`src/verilog/conv_pkg.sv`:
```
package conv_pkg;

  // grid geometry
  localparam int ARRAY_HEIGHT = 4;  // pe rows, words per ifmap vector
  localparam int ARRAY_WIDTH  = 4;  // pe columns, results per ofmap vector

  localparam int IFMAP_WIDTH  = 16;
  localparam int WEIGHT_WIDTH = 16;
  localparam int OFMAP_WIDTH  = 32;

  localparam int BANK_DEPTH   = 8;  // vectors per ifmap bank

  localparam int NUM_WEIGHTS  = ARRAY_HEIGHT * ARRAY_WIDTH;
  // skew plus grid plus deskew plus output register
  localparam int PIPE_LATENCY = ARRAY_HEIGHT + ARRAY_WIDTH;

  // scalar words, all signed
  typedef logic signed [IFMAP_WIDTH-1:0]  ifmap_word_t;
  typedef logic signed [WEIGHT_WIDTH-1:0] weight_word_t;
  typedef logic signed [OFMAP_WIDTH-1:0]  ofmap_word_t;

  // row 0 / column 0 in the low bits
  typedef logic [ARRAY_HEIGHT*IFMAP_WIDTH-1:0] ifmap_vec_t;
  typedef logic [ARRAY_WIDTH*OFMAP_WIDTH-1:0]  ofmap_vec_t;

  typedef logic [$clog2(BANK_DEPTH)-1:0]   bank_addr_t;
  typedef logic [$clog2(NUM_WEIGHTS)-1:0]  weight_idx_t;
  typedef logic [$clog2(ARRAY_HEIGHT)-1:0] word_idx_t;  // slot inside a vector

  typedef enum logic {
    RD_IDLE,
    RD_STREAM
  } rd_state_t;

endpackage

```
`src/verilog/ifmap_packer.sv`:
```
module ifmap_packer
  import conv_pkg::*;
(
  input  logic        clk,
  input  logic        rst_n,

  input  ifmap_word_t ifmap_dat,
  input  logic        ifmap_vld,

  output logic        wen,
  output bank_addr_t  wadr,
  output ifmap_vec_t  wdata,
  output logic        switch_banks
);

  word_idx_t  word_cnt;
  ifmap_vec_t vec_q;
  bank_addr_t wr_ptr;
  logic       last_word;

  // strobe that completes a vector
  assign last_word = ifmap_vld && (word_cnt == word_idx_t'(ARRAY_HEIGHT - 1));

  // drop each word into its row slot
  always_ff @(posedge clk) begin
    if (ifmap_vld) begin
      vec_q[word_cnt*IFMAP_WIDTH +: IFMAP_WIDTH] <= ifmap_dat;
    end
  end

  always_ff @(posedge clk or negedge rst_n) begin
    if (!rst_n) begin
      word_cnt     <= '0;
      wen          <= 1'b0;
      switch_banks <= 1'b0;
      wr_ptr       <= '0;
    end else begin
      wen          <= last_word;
      // buffer swaps on the write to the last slot
      switch_banks <= last_word && (wr_ptr == bank_addr_t'(BANK_DEPTH - 1));

      if (ifmap_vld) begin
        if (last_word) begin
          word_cnt <= '0;
        end else begin
          word_cnt <= word_cnt + 1'b1;
        end
      end

      if (wen) begin  // advance after the write lands
        if (wr_ptr == bank_addr_t'(BANK_DEPTH - 1)) begin
          wr_ptr <= '0;
        end else begin
          wr_ptr <= wr_ptr + 1'b1;
        end
      end
    end
  end

  assign wadr  = wr_ptr;
  assign wdata = vec_q;  // complete during the wen cycle

  a_switch_with_wen: assert property (
    @(posedge clk) disable iff (!rst_n)
    switch_banks == (wen && (wadr == bank_addr_t'(BANK_DEPTH - 1)))
  ) else $error("switch_banks out of step with the write to the last address");

endmodule

```
`config.mk`:
```
export PLATFORM = sky130hd
export DESIGN_NAME = ifmap_packer
export DESIGN_NICKNAME = d
export VERILOG_FILES = /design/src/verilog/conv_pkg.sv /design/src/verilog/ifmap_packer.sv
export SDC_FILE = /design/constraint.sdc
export NUM_CORES = 1
export LEC_CHECK = 0
export BUFFER_PORTS_ARGS = -buffer_cell sky130_fd_sc_hd__buf_2
export CAP_MARGIN = 10
export CELL_PAD_IN_SITES_DETAIL_PLACEMENT = 0
export CELL_PAD_IN_SITES_GLOBAL_PLACEMENT = 1
export CORE_ASPECT_RATIO = 1.75
export CORE_MARGIN = 2
export CORE_UTILIZATION = 38
export CTS_BUF_LIST = sky130_fd_sc_hd__clkbuf_8
export DETAILED_ROUTE_END_ITERATION = 7
export PLACE_DENSITY = 0.88
export SLEW_MARGIN = 10
export SYNTH_ARGS = -nofsm -noshare
export SYNTH_HDL_FRONTEND = slang
export SYNTH_SLANG_ARGS = --single-unit
```
`constraint.sdc`:
```
create_clock -name clk -period 1.5 [get_ports clk]
set_input_delay 0 -clock clk [delete_from_list [all_inputs] [get_ports clk]]
set_output_delay 0 -clock clk [all_outputs]
set_load 0.05 [all_outputs]
```
==> key figures <==
Status
  – Status: finished, violations left
  – Failing checks: setup timing

Routing
  – Drt first pass iters: 4
  – Routed len/inst: ~16 um
  – Via count: 1844
  – Via-to-Cell Ratio: just under 5
  – Drt total wl: about 6300 um
  – Final routed DRC violation total: 0
  – Iter 0 DRT Violations: 167
  – Post-route ant nets: 0

Floorplan
  – Initial core utilization: 0.3885
  – Chip Width: 68.78 um
  – Floorplan row count: 41
  – Top Ports: 88
  – Die Ht: 117.4 um
  – Core ar.: approximately 7200 um2
  – Die area: between 8000 and 9000 um2

Clock network
  – Worst-path clk slew: ~70 ps
  – Level count of the clock H-tree: 3
  – CTS Sinks: 71
  – Clock Latency Late Sink: ~350 ps
  – Clock tree buffer depth: 2
  – Clock buffer count from CTS: 9
  – CTS tree: done
  – Clock root cell: clkbuf_8

Cells and area
  – Final Non-Filler Cells: between 300 and 400
  – Diode count: 0
  – Nets: between 300 and 400
  – Post-layout util: 0.5362
  – Filler Cells Inserted: between 600 and 700
  – Syn-to-layout area delta: 38.03%
  – Share of layout cells above drive strength 1: 0.4295

Global route
  – Tot GR Track Use: 0.1670
  – Vias in the first global route: between 1500 and 2000
  – Initial antenna violation count: 0
  – Pin count of the biggest net entering global routing: 33
  – First-pass GRT wire length: about 9300 um
  – Grt total ovfl: 0

Synth
  – Syn Inst Count: between 150 and 200
  – Register area share after synthesis: 0.7516
  – Netlist Area Pre-Place: between 2000 and 3000 um2
  – Seq cells post-synth: 71
  – Top cells by area, synth: edfxtp_1 (69%), and2_1 (8.1%), and3_1 (7.4%), dfrtp_1 (6.3%), ha_1 (3.1%)
  – Avg Cell Area, Syn: approximately 17 um2
  – Yosys top cell area share: 0.6888
  – Distinct cells, synth: 17
  – Post-synth top area cell: edfxtp_1
  – Syn. warnings: 0
  – Mapped Nets: about 200

Power and ir drop
  – Power per cell area: around 1800 nW/um2
  – Leak: between 1.5 and 2 nW
  – Max rail drop VDD: between 0.8 and 0.9 mV

Place
  – Hpwl dp: roughly 4100 um
  – Setup WS pre-CTS: -328.8 ps
  – Buffers on Ports: 87
  – Gpl congestion: approximately 0.8
  – DP Cell Count: around 350

Worst setup path
  – Startpoint types: flop
  – Reg2reg start: word_cnt[0]
  – Crit path max-delay family: flip-flops
  – Cells along the critical path: inv_4 > ha_2 > buf_4 > nor2b_4 > buf_12 > and3_1
  – Worst setup path startpoint: word_cnt[0]
  – Crit. End Element: flop
  – Critical path required time: 1600 ps
  – Bufs and invs on worst path: 3
  – Top fanout value on the critical path: 16
  – Worst path max stage delay: around 430 ps
  – CP Class: flop to flop
  – Slowest CP cell: dfrtp_2
  – Worst EP arrival: approximately 1600 ps

Timing
  – Post-route minimum period: between 1500 and 2000 ps
  – Fmax: approximately 670 MHz
  – Worst-Margin Slew: around 340 ps
  – Max-slew headroom: 0.7711
  – RSZ-0062 raised after global routing: yes
  – Setup Viol. Count Final: 2
  – Hold Vio Cnt, Final: 0
  – Setup ws final: -3.741 ps
  – Worst hold slack: approximately 470 ps
  – Max Slew Vio Count: 0
  – Clk_skew: between 7 and 8 ps
  – Final Cycle Share: 1.002

Min path
  – Hold Startpoint: ifmap_vld
  – Hold WC Path Type: input port to flop

Job
  – Max-cap violations: 0
[path summary, 6_finish.rpt]
path	to	slack, ps	cells after the start
setup / recovery	wdata[19]	-4	6
hold / removal	word_cnt[0]	470	3
setup reg to reg	wdata[19]	-4	6
hold reg to reg	wadr[1]	540	1
max in group asynchronous	word_cnt[0]	650	3
min in group asynchronous	wadr[0]	590	3
[report_power, final]
| group | internal, mW | switching (mW) |
|---|---|---|
| combinational | 0.986 | 2.02 |
| clock | 0.560 | 0.636 |
| sequential | 2.63 | 0.117 |
[area by class of cell]
cell class	instances	area, um2	area share
Sequential cell	71	2098	0.5448
Timing Repair Buffer	119	789.5	0.2050
Multi-Input combinational cell	90	694.4	0.1803
Clock buffer	9	123.9	0.03216
Tap cell	86	107.6	0.02794
Clock inverter	7	27.53	0.007148
Inverter	2	10.01	0.002599
[worst register-to-register path: cells and delay by family, from the launching register on]
kind	cells	cell delay, ps
simple gates	2	210
flops	1	430
fa+ha+maj	1	260
buf+inv	3	360
[placed cells by master (no fill, tap or decap), types with 2 or more instances in the layout]
| cell type | synthesis | routed |
|---|---|---|
| buf_2 | 5 | 87 |
| edfxtp_1 | 64 | 64 |
| and2_1 | 36 | 33 |
| and3_1 | 33 | 33 |
| dlygate4sd3_1 | 0 | 19 |
| clkbuf_8 | 0 | 9 |
| buf_4 | 0 | 7 |
| inv_1 | 2 | 6 |
| dfrtp_1 | 7 | 6 |
| ha_1 | 7 | 5 |
| buf_12 | 0 | 5 |
| nor2b_4 | 0 | 3 |
| mux2_2 | 3 | 3 |
| and2_4 | 0 | 2 |
[repair_timing]
action / 4_1_cts / 5_1_grt
endpoints found under the setup margin: 64 / 59
hold buffers: 19 / 0
endpoints found under the hold margin: 67 / 0
setup buffers: 2 / 1
resized for setup: 7 / 4
pin swaps: 2 / 4
cloned: 0 / 1
[stage by stage]
stage               power, mW  setup TNS (ps)  instance area, um2
global placement        5.419          -10850                3428
finish                  6.946          -4.296                3851
global route            7.296          -780.6                3851
floorplan               4.738          -73.71                2808
detailed placement      5.504          -13980                3428
CTS                     6.867          -120.2                3809
[metal layers]
metal / wire length, um / vias up / part of all wire / GRT usage
met5: 0 / - / 0 / 0
met4: 224 / 0 / 0.036 / 0.09804
met3: 356 / 17 / 0.057 / 0.04794
met2: 3460 / 70 / 0.55 / 0.2855
met1: 2230 / 888 / 0.36 / 0.1709
li1: - / 869 / - / -
[synth_stat cells]
| cell type | count |
|---|---|
| o22ai_1 | 1 |
| and2_1 | 36 |
| nand2_1 | 1 |
| or3b_2 | 1 |
| buf_6 | 2 |
| buf_2 | 5 |
| and4bb_2 | 1 |
| edfxtp_1 | 64 |
| dfrtp_1 | 7 |
| nor4b_4 | 1 |
| and3_1 | 33 |
| mux2_2 | 3 |
| ha_1 | 7 |
| inv_1 | 2 |
| nor2_1 | 2 |
| o21ai_0 | 1 |
| nor2b_2 | 2 |
[flip-flops by register name (all words and copies together) (netlist names)]
register      count
wadr              3
switch_banks      1
word_cnt          2
wen               1
wdata            64
[cell families after synthesis]
logic type / after synthesis / synth area share
AOI/OAI and AO/OA: 2 / 0.004036
adders and majority gates: 7 / 0.03139
buffers and inverters: 9 / 0.01973
DFF: 71 / 0.7516
muxes: 3 / 0.01211
and+or+nand+nor: 77 / 0.1812
Power figures use the tool's default switching activity.
